**src/hdl/cache_pkg.sv**
```systemverilog
// sizes are fixed here; NUM_LINES must equal 2**INDEX_BITS and the address split is tag:index
package cache_pkg;

    localparam int WORD_BYTES     = 4;
    localparam int WORDS_PER_LINE = 4;
    localparam int NUM_LINES      = 16;
    localparam int LINE_ADDR_BITS = 12;
    localparam int INDEX_BITS     = 4;
    localparam int LINE_TAG_BITS  = LINE_ADDR_BITS - INDEX_BITS;
    localparam int REQ_TAG_BITS   = 4;
    localparam int QUEUE_DEPTH    = 4;

    // address fields
    typedef logic [LINE_ADDR_BITS-1:0] line_addr_t;
    typedef logic [INDEX_BITS-1:0]     line_index_t;
    typedef logic [LINE_TAG_BITS-1:0]  line_tag_t;

    // payload
    typedef logic [$clog2(WORDS_PER_LINE)-1:0]       word_sel_t;
    typedef logic [WORD_BYTES-1:0]                   byteen_t;
    typedef logic [WORD_BYTES*8-1:0]                 word_t;
    typedef logic [WORDS_PER_LINE*WORD_BYTES*8-1:0]  line_t;
    typedef logic [REQ_TAG_BITS-1:0]                 req_tag_t;

    // miss sequencing of the pipeline
    typedef enum logic [1:0] {
        RUN,
        MISS_ISSUE,
        MISS_WAIT
    } pipe_state_t;

endpackage
```
**src/hdl/bank_op_if.sv**
```systemverilog
// stage-1 access to the data store; rdata is combinational and only meaningful while op_read is high
`timescale 1ns/1ns

interface bank_op_if;

    logic                   op_read;
    logic                   op_write;
    logic                   op_fill;
    cache_pkg::line_index_t index;
    cache_pkg::word_sel_t   wsel;
    cache_pkg::byteen_t     byteen;
    cache_pkg::word_t       wdata;
    cache_pkg::line_t       fill_line;
    cache_pkg::word_t       rdata;

    modport pipe (
        output op_read, op_write, op_fill, index, wsel, byteen, wdata, fill_line,
        input  rdata
    );

    modport store (
        input  op_read, op_write, op_fill, index, wsel, byteen, wdata, fill_line,
        output rdata
    );

endinterface

```
**src/hdl/cache_bank.sv**
```systemverilog
// write-through, no write allocate, blocking on a read miss; only one line read is outstanding
`timescale 1ns/1ns

module cache_bank (
    input  logic                  clk,
    input  logic                  reset,
    input  logic                  core_req_valid,
    input  cache_pkg::line_addr_t core_req_addr,
    input  logic                  core_req_rw,
    input  cache_pkg::word_sel_t  core_req_wsel,
    input  cache_pkg::byteen_t    core_req_byteen,
    input  cache_pkg::word_t      core_req_data,
    input  cache_pkg::req_tag_t   core_req_tag,
    output logic                  core_req_ready,
    output logic                  core_rsp_valid,
    output cache_pkg::word_t      core_rsp_data,
    output cache_pkg::req_tag_t   core_rsp_tag,
    input  logic                  core_rsp_ready,
    output logic                  mem_req_valid,
    output cache_pkg::line_addr_t mem_req_addr,
    output logic                  mem_req_rw,
    output cache_pkg::word_sel_t  mem_req_wsel,
    output cache_pkg::byteen_t    mem_req_byteen,
    output cache_pkg::word_t      mem_req_data,
    input  logic                  mem_req_ready,
    input  logic                  mem_rsp_valid,
    input  cache_pkg::line_t      mem_rsp_data,
    output logic                  mem_rsp_ready
);

    localparam int RSP_W  = $bits(cache_pkg::word_t) + $bits(cache_pkg::req_tag_t);
    localparam int MREQ_W = 1 + $bits(cache_pkg::line_addr_t) + $bits(cache_pkg::word_sel_t)
                          + $bits(cache_pkg::byteen_t) + $bits(cache_pkg::word_t);

    bank_op_if op ();

    cache_pkg::line_addr_t lookup_addr, fill_addr;
    logic                  hit, fill;

    logic                  rsp_push, rsp_pop, rsp_full, rsp_empty;
    cache_pkg::word_t      rsp_data;
    cache_pkg::req_tag_t   rsp_tag;

    logic                  mreq_push, mreq_pop, mreq_full, mreq_empty;
    logic                  mreq_rw;
    cache_pkg::line_addr_t mreq_addr;
    cache_pkg::word_sel_t  mreq_wsel;
    cache_pkg::byteen_t    mreq_byteen;
    cache_pkg::word_t      mreq_data;

    bank_pipeline i_pipeline (
        .clk             (clk),
        .reset           (reset),
        .core_req_valid  (core_req_valid),
        .core_req_addr   (core_req_addr),
        .core_req_rw     (core_req_rw),
        .core_req_wsel   (core_req_wsel),
        .core_req_byteen (core_req_byteen),
        .core_req_data   (core_req_data),
        .core_req_tag    (core_req_tag),
        .core_req_ready  (core_req_ready),
        .mem_rsp_valid   (mem_rsp_valid),
        .mem_rsp_data    (mem_rsp_data),
        .mem_rsp_ready   (mem_rsp_ready),
        .lookup_addr     (lookup_addr),
        .hit             (hit),
        .fill            (fill),
        .fill_addr       (fill_addr),
        .rsp_full        (rsp_full),
        .rsp_push        (rsp_push),
        .rsp_data        (rsp_data),
        .rsp_tag         (rsp_tag),
        .mreq_full       (mreq_full),
        .mreq_push       (mreq_push),
        .mreq_rw         (mreq_rw),
        .mreq_addr       (mreq_addr),
        .mreq_wsel       (mreq_wsel),
        .mreq_byteen     (mreq_byteen),
        .mreq_data       (mreq_data),
        .op              (op.pipe)
    );

    tag_store i_tag_store (
        .clk         (clk),
        .reset       (reset),
        .lookup_addr (lookup_addr),
        .fill        (fill),
        .fill_addr   (fill_addr),
        .hit         (hit)
    );

    data_store i_data_store (
        .clk (clk),
        .op  (op.store)
    );

    assign core_rsp_valid = !rsp_empty;
    assign rsp_pop        = core_rsp_valid && core_rsp_ready;

    sync_fifo #(
        .WIDTH (RSP_W),
        .DEPTH (cache_pkg::QUEUE_DEPTH)
    ) i_rsp_queue (
        .clk   (clk),
        .reset (reset),
        .push  (rsp_push),
        .pop   (rsp_pop),
        .din   ({rsp_data, rsp_tag}),
        .dout  ({core_rsp_data, core_rsp_tag}),
        .full  (rsp_full),
        .empty (rsp_empty)
    );

    assign mem_req_valid = !mreq_empty;
    assign mreq_pop      = mem_req_valid && mem_req_ready;

    sync_fifo #(
        .WIDTH (MREQ_W),
        .DEPTH (cache_pkg::QUEUE_DEPTH)
    ) i_mreq_queue (
        .clk   (clk),
        .reset (reset),
        .push  (mreq_push),
        .pop   (mreq_pop),
        .din   ({mreq_rw, mreq_addr, mreq_wsel, mreq_byteen, mreq_data}),
        .dout  ({mem_req_rw, mem_req_addr, mem_req_wsel, mem_req_byteen, mem_req_data}),
        .full  (mreq_full),
        .empty (mreq_empty)
    );

endmodule

```
**src/hdl/bank_pipeline.sv**
```systemverilog
// one outstanding miss; the stage-1 read miss is retired on the fill and stage 0 looks up again
`timescale 1ns/1ns

module bank_pipeline (
    input  logic                  clk,
    input  logic                  reset,
    input  logic                  core_req_valid,
    input  cache_pkg::line_addr_t core_req_addr,
    input  logic                  core_req_rw,
    input  cache_pkg::word_sel_t  core_req_wsel,
    input  cache_pkg::byteen_t    core_req_byteen,
    input  cache_pkg::word_t      core_req_data,
    input  cache_pkg::req_tag_t   core_req_tag,
    output logic                  core_req_ready,
    input  logic                  mem_rsp_valid,
    input  cache_pkg::line_t      mem_rsp_data,
    output logic                  mem_rsp_ready,
    output cache_pkg::line_addr_t lookup_addr,
    input  logic                  hit,
    output logic                  fill,
    output cache_pkg::line_addr_t fill_addr,
    input  logic                  rsp_full,
    output logic                  rsp_push,
    output cache_pkg::word_t      rsp_data,
    output cache_pkg::req_tag_t   rsp_tag,
    input  logic                  mreq_full,
    output logic                  mreq_push,
    output logic                  mreq_rw,
    output cache_pkg::line_addr_t mreq_addr,
    output cache_pkg::word_sel_t  mreq_wsel,
    output cache_pkg::byteen_t    mreq_byteen,
    output cache_pkg::word_t      mreq_data,
    bank_op_if.pipe               op
);

    localparam int WORD_W = $bits(cache_pkg::word_t);

    logic                  s0_valid, s1_valid;
    cache_pkg::line_addr_t s0_addr, s1_addr;
    logic                  s0_rw, s1_rw;
    cache_pkg::word_sel_t  s0_wsel, s1_wsel;
    cache_pkg::byteen_t    s0_byteen, s1_byteen;
    cache_pkg::word_t      s0_data, s1_data;
    cache_pkg::req_tag_t   s0_tag, s1_tag;
    logic                  s1_hit;

    cache_pkg::pipe_state_t state;

    logic read_hit, read_miss, write_req;
    logic write_go, miss_issue, fill_fire, stall;

    assign read_hit  = s1_valid && !s1_rw && s1_hit;
    assign read_miss = s1_valid && !s1_rw && !s1_hit;
    assign write_req = s1_valid && s1_rw;

    assign write_go   = write_req && !mreq_full;
    assign miss_issue = read_miss && (state != cache_pkg::MISS_WAIT) && !mreq_full;
    assign fill_fire  = mem_rsp_valid && mem_rsp_ready;

    // read miss holds until the fill clears stage 1
    assign stall = (read_hit && rsp_full) || (write_req && mreq_full) || read_miss;

    assign core_req_ready = !stall;
    assign mem_rsp_ready  = (state == cache_pkg::MISS_WAIT) && !rsp_full;

    always_ff @(posedge clk) begin
        if (reset) begin
            s0_valid <= 1'b0;
            s1_valid <= 1'b0;
        end else if (!stall) begin
            s0_valid <= core_req_valid;
            s1_valid <= s0_valid;
        end else if (fill_fire) begin
            s1_valid <= 1'b0;
        end
    end

    always_ff @(posedge clk) begin
        if (!stall) begin
            s0_addr   <= core_req_addr;
            s0_rw     <= core_req_rw;
            s0_wsel   <= core_req_wsel;
            s0_byteen <= core_req_byteen;
            s0_data   <= core_req_data;
            s0_tag    <= core_req_tag;
            s1_addr   <= s0_addr;
            s1_rw     <= s0_rw;
            s1_wsel   <= s0_wsel;
            s1_byteen <= s0_byteen;
            s1_data   <= s0_data;
            s1_tag    <= s0_tag;
            s1_hit    <= hit;
        end
    end

    always_ff @(posedge clk) begin
        if (reset) begin
            state <= cache_pkg::RUN;
        end else begin
            case (state)
                cache_pkg::RUN, cache_pkg::MISS_ISSUE: begin
                    if (read_miss) begin
                        state <= miss_issue ? cache_pkg::MISS_WAIT : cache_pkg::MISS_ISSUE;
                    end
                end
                cache_pkg::MISS_WAIT: begin
                    if (fill_fire) begin
                        state <= cache_pkg::RUN;
                    end
                end
                default: state <= cache_pkg::RUN;
            endcase
        end
    end

    assign lookup_addr = s0_addr;
    assign fill        = fill_fire;
    assign fill_addr   = s1_addr;

    // data store access
    assign op.op_read   = read_hit;
    assign op.op_write  = write_go && s1_hit;
    assign op.op_fill   = fill_fire;
    assign op.index     = s1_addr[cache_pkg::INDEX_BITS-1:0];
    assign op.wsel      = s1_wsel;
    assign op.byteen    = s1_byteen;
    assign op.wdata     = s1_data;
    assign op.fill_line = mem_rsp_data;

    // missed read is answered straight from the fill line
    assign rsp_push = (read_hit && !rsp_full) || fill_fire;
    assign rsp_data = fill_fire ? mem_rsp_data[s1_wsel*WORD_W +: WORD_W] : op.rdata;
    assign rsp_tag  = s1_tag;

    // line read goes out with rw low
    assign mreq_push   = write_go || miss_issue;
    assign mreq_rw     = s1_rw;
    assign mreq_addr   = s1_addr;
    assign mreq_wsel   = s1_wsel;
    assign mreq_byteen = s1_byteen;
    assign mreq_data   = s1_data;

endmodule

```
**src/hdl/data_store.sv**
```systemverilog
// single port used by stage 1 only; contents are undefined until a line is filled
`timescale 1ns/1ns

module data_store (
    input logic       clk,
    bank_op_if.store  op
);

    localparam int WORD_W = $bits(cache_pkg::word_t);

    cache_pkg::line_t lines [cache_pkg::NUM_LINES];
    cache_pkg::line_t cur_line;

    assign cur_line = lines[op.index];

    always_ff @(posedge clk) begin
        if (op.op_fill) begin
            lines[op.index] <= op.fill_line;
        end else if (op.op_write) begin
            // merge only the enabled bytes of the selected word
            for (int b = 0; b < cache_pkg::WORD_BYTES; b++) begin
                if (op.byteen[b]) begin
                    lines[op.index][op.wsel*WORD_W + b*8 +: 8] <= op.wdata[b*8 +: 8];
                end
            end
        end
    end

    assign op.rdata = op.op_read ? cur_line[op.wsel*WORD_W +: WORD_W] : '0;

endmodule

```
**src/hdl/tag_store.sv**
```systemverilog
// direct mapped, one tag per line; a fill always overwrites the indexed entry
`timescale 1ns/1ns

module tag_store (
    input  logic                  clk,
    input  logic                  reset,
    input  cache_pkg::line_addr_t lookup_addr,
    input  logic                  fill,
    input  cache_pkg::line_addr_t fill_addr,
    output logic                  hit
);

    logic [cache_pkg::NUM_LINES-1:0] valid;
    cache_pkg::line_tag_t            tags [cache_pkg::NUM_LINES];

    cache_pkg::line_index_t lookup_index;
    cache_pkg::line_tag_t   lookup_tag;
    cache_pkg::line_index_t fill_index;
    cache_pkg::line_tag_t   fill_tag;

    // address split is tag above index
    assign lookup_index = lookup_addr[cache_pkg::INDEX_BITS-1:0];
    assign lookup_tag   = lookup_addr[cache_pkg::LINE_ADDR_BITS-1:cache_pkg::INDEX_BITS];
    assign fill_index   = fill_addr[cache_pkg::INDEX_BITS-1:0];
    assign fill_tag     = fill_addr[cache_pkg::LINE_ADDR_BITS-1:cache_pkg::INDEX_BITS];

    always_ff @(posedge clk) begin
        if (reset) begin
            valid <= '0;
        end else if (fill) begin
            valid[fill_index] <= 1'b1;
        end
    end

    always_ff @(posedge clk) begin
        if (fill) begin
            tags[fill_index] <= fill_tag;
        end
    end

    assign hit = valid[lookup_index] && (tags[lookup_index] == lookup_tag);

endmodule

```
**src/hdl/sync_fifo.sv**
```systemverilog
// DEPTH must be a power of two; push when full or pop when empty is not guarded; entries show one cycle after push
`timescale 1ns/1ns

module sync_fifo #(
    parameter int WIDTH = 8,
    parameter int DEPTH = 4
) (
    input  logic             clk,
    input  logic             reset,
    input  logic             push,
    input  logic             pop,
    input  logic [WIDTH-1:0] din,
    output logic [WIDTH-1:0] dout,
    output logic             full,
    output logic             empty
);

    logic [WIDTH-1:0]             mem [DEPTH];
    logic [$clog2(DEPTH)-1:0]     wr_ptr;
    logic [$clog2(DEPTH)-1:0]     rd_ptr;
    logic [$clog2(DEPTH+1)-1:0]   count;
    // entries visible on the read side
    logic [$clog2(DEPTH+1)-1:0]   vis_count;
    logic                         push_q;

    always_ff @(posedge clk) begin
        if (push) begin
            mem[wr_ptr] <= din;
        end
    end

    always_ff @(posedge clk) begin
        if (reset) begin
            wr_ptr    <= '0;
            rd_ptr    <= '0;
            count     <= '0;
            vis_count <= '0;
            push_q    <= 1'b0;
        end else begin
            push_q <= push;
            if (push) begin
                wr_ptr <= wr_ptr + 1'b1;
            end
            if (pop) begin
                rd_ptr <= rd_ptr + 1'b1;
            end
            case ({push, pop})
                2'b10:   count <= count + 1'b1;
                2'b01:   count <= count - 1'b1;
                default: count <= count;
            endcase
            case ({push_q, pop})
                2'b10:   vis_count <= vis_count + 1'b1;
                2'b01:   vis_count <= vis_count - 1'b1;
                default: vis_count <= vis_count;
            endcase
        end
    end

    assign dout  = mem[rd_ptr];
    assign full  = (count == DEPTH);
    assign empty = (vis_count == '0);

endmodule

```
**config.mk**
```make
export PLATFORM = sky130hd
export DESIGN_NAME = cache_bank
export DESIGN_NICKNAME = d
export VERILOG_FILES = /design/src/hdl/cache_pkg.sv /design/src/hdl/bank_op_if.sv /design/src/hdl/cache_bank.sv /design/src/hdl/bank_pipeline.sv /design/src/hdl/data_store.sv /design/src/hdl/tag_store.sv /design/src/hdl/sync_fifo.sv
export SDC_FILE = /design/constraint.sdc
export NUM_CORES = 2
export LEC_CHECK = 0
export BUFFER_PORTS_ARGS = -buffer_cell sky130_fd_sc_hd__clkbuf_2
export CORE_UTILIZATION = 50
export CTS_CLUSTER_DIAMETER = 100
export DETAILED_ROUTE_END_ITERATION = 10
export PLACE_DENSITY = 0.77
export SYNTH_ARGS = -nofsm -noshare
export SYNTH_HDL_FRONTEND = slang
export SYNTH_SLANG_ARGS = --single-unit
```
**constraint.sdc**
```tcl
create_clock -name clk -period 4.9 [get_ports clk]
set_input_delay 0.98 -clock clk [delete_from_list [all_inputs] [get_ports clk]]
set_output_delay 0.98 -clock clk [all_outputs]
set_load 0.05 [all_outputs]
```
# Yosys cells after proc, flatten, opt, wreduce, memory -nomap -nowiden
# Memory sizes are Yosys's and may differ from the RTL's. A register that Yosys moved wholly into a read port is not among the register bits.
# Cells that the tools add are included.
# totals
ram_bits	2524
output_inout_bits	91
in_bits	189
ff_bits	153
elab_cells	1186
mem_count	4
# memory_table
name	depth	word_bits	read_ports	rd_clocked_by_memory_dff	wr	line_no	text
i_data_store.lines	16	128	1	1	1	data_store.sv:11	cache_pkg::line_t lines [cache_pkg::NUM_LINES];
i_mreq_queue.mem	4	51	1	1	1	sync_fifo.sv:18	logic [WIDTH-1:0] mem [DEPTH];
i_rsp_queue.mem	4	36	1	1	1	sync_fifo.sv:18	
i_tag_store.tags	16	8	1	1	1	tag_store.sv:14	cache_pkg::line_tag_t tags [cache_pkg::NUM_LINES];
# classes
shifts	10
n_lt_le_gt_ge	3
n_reduce_logical	37
n_eq_ne	17
muxes	556
n_addsub	19
bitwise	513
# op_table
operator	count
1-bit 2-to-1 mux	534
128-bit 2-to-1 mux	4
1-bit bitwise OR	512
8-bit by 34-bit variable shift with 128-bit output, first input constant	4
8-bit by 34-bit variable part select with 128-bit output	4
128-bit by 8-bit variable part select with 32-bit output	2
32-bit negation with 34-bit output	3
32-bit 2-to-1 mux	2
7-bit negation with 34-bit output	1
3-bit case mux with 2 select lines	4
1-bit logical AND	17
7-bit by 5-bit adder with 8-bit output, second input constant	2
16-bit bitwise OR	1
2-bit 2-to-1 mux	7
3-bit by 1-bit adder with 3-bit output, second input constant	4
3-bit by 1-bit subtractor with 3-bit output, second input constant	4
2-bit by 1-bit equality test with 1-bit output, second input constant	5
2-bit equality test, second input constant	5
4-bit by 5-bit < comparator with 1-bit output, second input constant	2
2-bit by 1-bit adder with 2-bit output, second input constant	4
7-bit by 4-bit adder with 8-bit output, second input constant	1
8-bit equality test	1
4-bit 2-to-1 mux	2
2-bit nonzero test	4
other kinds (13)	26

# Logic depth before layout (Yosys ltp)
# depth
ltp_word	11
mapped_depth	11
mapped_depth_nobuf	9

# Hierarchy
# Synthesis repeated with hierarchy kept, for this count alone.
# unflattened
cells_unflattened	5356
hier_area_um2	106693.6
# by_module_without_submodules
module	cells_per_inst	n_inst	area_each_um2	seq_area_each_um2
data_store	4081	1	80901.3	61499.0
sync_fifo at i_mreq_queue	334	1	8034.0	6386.1
bank_pipeline	403	1	6281.0	3413.3
sync_fifo at i_rsp_queue	255	1	5864.4	4584.4
tag_store	279	1	5592.9	4164.0
cache_bank	4	1	20.0	0.0

# Worst setup path before layout
# Ideal clock, no wire load.
# synth_path
path_kind	register to output
start	register i_pipeline.s1_hit
end	output core_req_ready
setup_slack_ps	-760
t_arrival_ps	4680
required_time_ps	3920
stages_incl_launch_ff	5
path_cell_list	edfxtp_1 -> clkbuf_1 -> nand2_1 -> o211ai_1 -> clkbuf_1
# synth_via
elab_chain_len	5
elab_cells_between_ends	7
classes_between	reduce/logical (7)
# synth_lines
item	line_no	text
start, declared	bank_pipeline.sv:45	logic s1_hit;
start signal, assigned	bank_pipeline.sv:92	s1_hit <= hit;
1-bit logical AND	bank_pipeline.sv:52	assign read_hit = s1_valid && !s1_rw && s1_hit;
1-bit logical AND	bank_pipeline.sv:61	assign stall = (read_hit && rsp_full) || (write_req && mreq_full) || read_miss;
1-bit logical OR	bank_pipeline.sv:61	
1-bit logical OR *	bank_pipeline.sv:61	
1-bit logical NOT *	bank_pipeline.sv:63	assign core_req_ready = !stall;
end, declared	cache_bank.sv:14	output logic core_req_ready,
# Every way passes the cells marked *; elsewhere a longest branch is shown, timed or not.

# Final worst setup path
# Ends and elaborated chain as after synthesis.

==> flow_summary.toml <==
[critical_path]
crit_family = "flip-flops"
r2r_cells = 5
arrival_ns = 3.14
crit_fanout = 13
ff2ff_setup_slack_ns = 0.90
required_ns = 3.92
path_buf_inv = 1
cpMaxStageDelayCell = "edfxtp_1"
cp-end-kind = "output pin"
setup.worst_path.start_class = "flop"
r2r_end = "i_rsp_queue.mem[0][6]"
critical_path_class = "flop to output pin"
critPathMaxStageDelay_ns = 1.15
cp_cell_sequence = "nand2_1 -> o211ai_1 -> clkbuf_2"
regToRegStartpoint = "i_pipeline.s1_hit"

[cells_and_area]
design_area_um2 = 120000
final_layout_size_suffix_gt1_share_pct = 29.3
syn_to_final_growth_pct = 13.1
num-nets-final = 5849

[global_routing]
grt_antenna_before_repair = 24
grtUsageMet1_pct = 33.7
grt_pass1_wl_mm = 414
grt_pass1_vias = 55400
grt_overflow = 0
grt.busiest_layer = "met2"
grt_max_degree = 121
grt_use_met2_pct = 42.7
met3_usage_pct = 7.35
grt_util_all_layers_pct = 27.9

[timing]
fin_ws_ns = 0.777
rsz0062_at_grt = "false"
finalSetupViolations = 0
setup_tns_ns = 0
worst_slew_pin_slew_ns = 1.45
finClkSkew_ns = 0.0564
hold_viol_final = 0
period_needed_ns = 4.12
min_period_over_period_pct = 84.2
slew_viol_final = 0
max-slew-margin-rel_pct = 2.65
fmax_mhz = 243

[synthesis]
synth_cell_type_count = 60
syn_nets = 5370
syn-instance-count = 5160
async_reset_ff_share_pct = 0
synth_top_area_share_pct = 74.7
synth-edff-count = 2635
ys_seq_elements = 2689
ys_seq_area_share_pct = 75.8
synth_xor_area_share_pct = 0.223
synth_compound_area_share_pct = 1.83
synth_ff_type = "edfxtp_1"
yosysWarningCount = 0
synthesis.area_um2 = 106000
synth_top_family_by_area = "multiplexers"
synthMuxAreaShare_pct = 16.6
synthTopCellsByArea = "edfxtp_1 (75%), mux4_2 (14%), mux2i_1 (1.6%)"
synth-adder-area-share_pct = 0.277
synth.largest_area_cell = "edfxtp_1"
avgSynthCellArea_um2 = 20.5
synth-simple-area-share_pct = 3.39

[clocking]
cts_resized = 0
h-tree-depth = 4
cts_tree = "yes"
clock_sinks = 2689
path_clk_slew_ns = 0.06
cts_root_buf = "clkbuf_16"
cts_setup_buffers = 0
insertion_delay_ns = 0.90
cts.path.max_buffers = 3
ctsHoldBuffers = 0
numCtsBuffers = 239

[drt]
drt_iter0_drc = 8331
viasPerCell = 6.47
finalWirelength_mm = 297
drc = 0
drtPass1Iterations = 6
postRouteAntennaNets = 0
vias = 56200
wire_per_inst_um = 34.2

[worst_hold_path]
hold_depth = 1
hold_start = "core_req_addr[7]"
hp-class = "primary input to flop"
hold_end = "i_pipeline.lookup_addr[7]"

[die]
io_pins = 280
num_rows = 168
start_util_pct = 50.4
dieArea_um2 = 214000
core_um2 = 210000
dieHeight_um = 462
die_w_um = 462

[place]
hpwlAfterDp_mm = 192
placed_cell_area_um2 = 112000
io_buffer_count = 279
gp_congestion = 1.00
pre_cts_slack_ns = 1.04

[power_and_ir_drop]
powerDensity_nw_per_um2 = 409
power_leakage_nw = 38.5
ir_drop_uv = 344

[status]
status = "completed"

[run]
max-cap-violations = 0
## logic make-up after synthesis
family,count (synthesis)
buffers and inverters,420
xor gates and xnor gates,27
muxes,896
AOI/OAI and AO/OA,318
DFF,2689
adders and majority gates,21
and+or+nand+nor,789
## flip-flops by register name, summed over array words and instances (netlist names), 3 cells and up, named ones only
| signal | count |
|---|---|
| i_pipeline.fill_addr | 12 |
| i_pipeline.lookup_addr | 12 |
| i_pipeline.mreq_data | 32 |
| i_pipeline.s0_byteen | 4 |
| i_data_store.lines | 2048 |
| i_pipeline.rsp_tag | 4 |
| i_mreq_queue.count | 3 |
| i_pipeline.s0_tag | 4 |
| i_mreq_queue.mem | 204 |
| i_pipeline.s0_data | 32 |
| i_tag_store.tags | 128 |
| i_rsp_queue.mem | 144 |
| i_rsp_queue.vis_count | 3 |
| i_tag_store.valid | 16 |
| i_mreq_queue.vis_count | 3 |
| i_rsp_queue.count | 3 |
| i_pipeline.mreq_byteen | 4 |
## layer usage
| layer | vias to the layer above | routed length (µm) |
|---|---|---|
| met2 | 4287 | 138000 |
| li1 | 22100 | - |
| met5 | - | 46 |
| met3 | 928 | 34600 |
| met1 | 28900 | 96900 |
| met4 | 8 | 27600 |
## Yosys cell counts (6+ instances only)
master / number
a21oi_1: 35
mux2i_1: 169
dfxtp_1: 54
nor2_1: 353
mux4_2: 677
nor3_1: 9
buf_1: 31
buf_2: 108
a22oi_1: 59
xor2_1: 9
nand2_1: 128
clkbuf_1: 101
nor4_1: 8
and3_1: 14
or3_1: 6
o22ai_1: 30
xnor2_1: 18
ha_1: 17
edfxtp_1: 2635
buf_6: 17
nand3_1: 169
nor2b_1: 29
nand2b_1: 11
a211oi_1: 23
nand4_1: 14
nor2_4: 8
and2_1: 20
buf_4: 51
o21ai_0: 141
inv_1: 110
mux2_2: 47
## report_power, final
part / internal, mW / switching [mW]
registers: 25.4 / 0.362
clock network: 10.9 / 8.55
logic: 1.41 / 2.38
total: 37.7 / 11.3
## cell usage in the layout, fill, tap and decap left out, types with 17 or more instances in the layout
master	count
clkinv_1	37
xnor2_1	18
nor2_1	346
clkbuf_1	38
clkinv_2	58
buf_4	251
ha_1	17
nand3_1	163
clkinvlp_4	20
o21ai_0	85
buf_12	17
nand2_1	119
a211oi_1	23
clkbuf_2	279
o21ai_1	57
mux2_2	47
a22oi_1	59
diode_2	25
a21oi_1	35
clkbuf_16	243
dfxtp_1	46
mux4_2	677
edfxtp_1	2635
o22ai_1	30
mux2i_1	169
inv_1	110
bufinv_16	31
nor2b_1	24
## per-stage QoR
| step | util (%) | hold slack (ns) | total power, mW | cells |
|---|---|---|---|---|
| floorplan | - | 0.400 | 28.4 | 5160 |
| global placement | 53.1 | 0.401 | 29.9 | 8203 |
| detailed placement | 53.1 | 0.405 | 29.9 | 8203 |
| CTS | 57.0 | 0.210 | 48.9 | 8657 |
| global route | 57.0 | 0.239 | 49.9 | 8669 |
| finish | 57.0 | 0.264 | 49.0 | 8682 |
## cell type report
cell class              instances  area [µm²]
multi-input cells            2051       23800
repair buffers                547        3620
clock inverters               167        1840
well taps                    2805        3510
clock buffers                 287        6310
fillers                     14600       90200
diodes                         25        62.6
flip-flops and latches       2689       80200
inverters                     111         417
## worst register-to-register path, delay by kind of cell (launching register included)
| family | cells | cell delay, ns |
|---|---|---|
| simple gates | 4 | 2.27 |
| flops | 1 | 1.15 |
| compound gates | 1 | 0.42 |
## worst max path at each step
| stage | from | endpoint | depth (start not counted) |
|---|---|---|---|
| global placement | mem_rsp_valid | i_data_store.lines[10][24] | 7 |
| global route | i_pipeline.s1_hit | core_req_ready | 3 |
| CTS | i_pipeline.s1_hit | core_req_ready | 3 |
| finish | i_pipeline.s1_hit | core_req_ready | 3 |
| detailed placement | mem_rsp_valid | i_data_store.lines[10][24] | 7 |
| floorplan | mem_rsp_valid | i_rsp_queue.mem[0][0] | 5 |
Note: power is estimated with default switching activity, not from simulation.
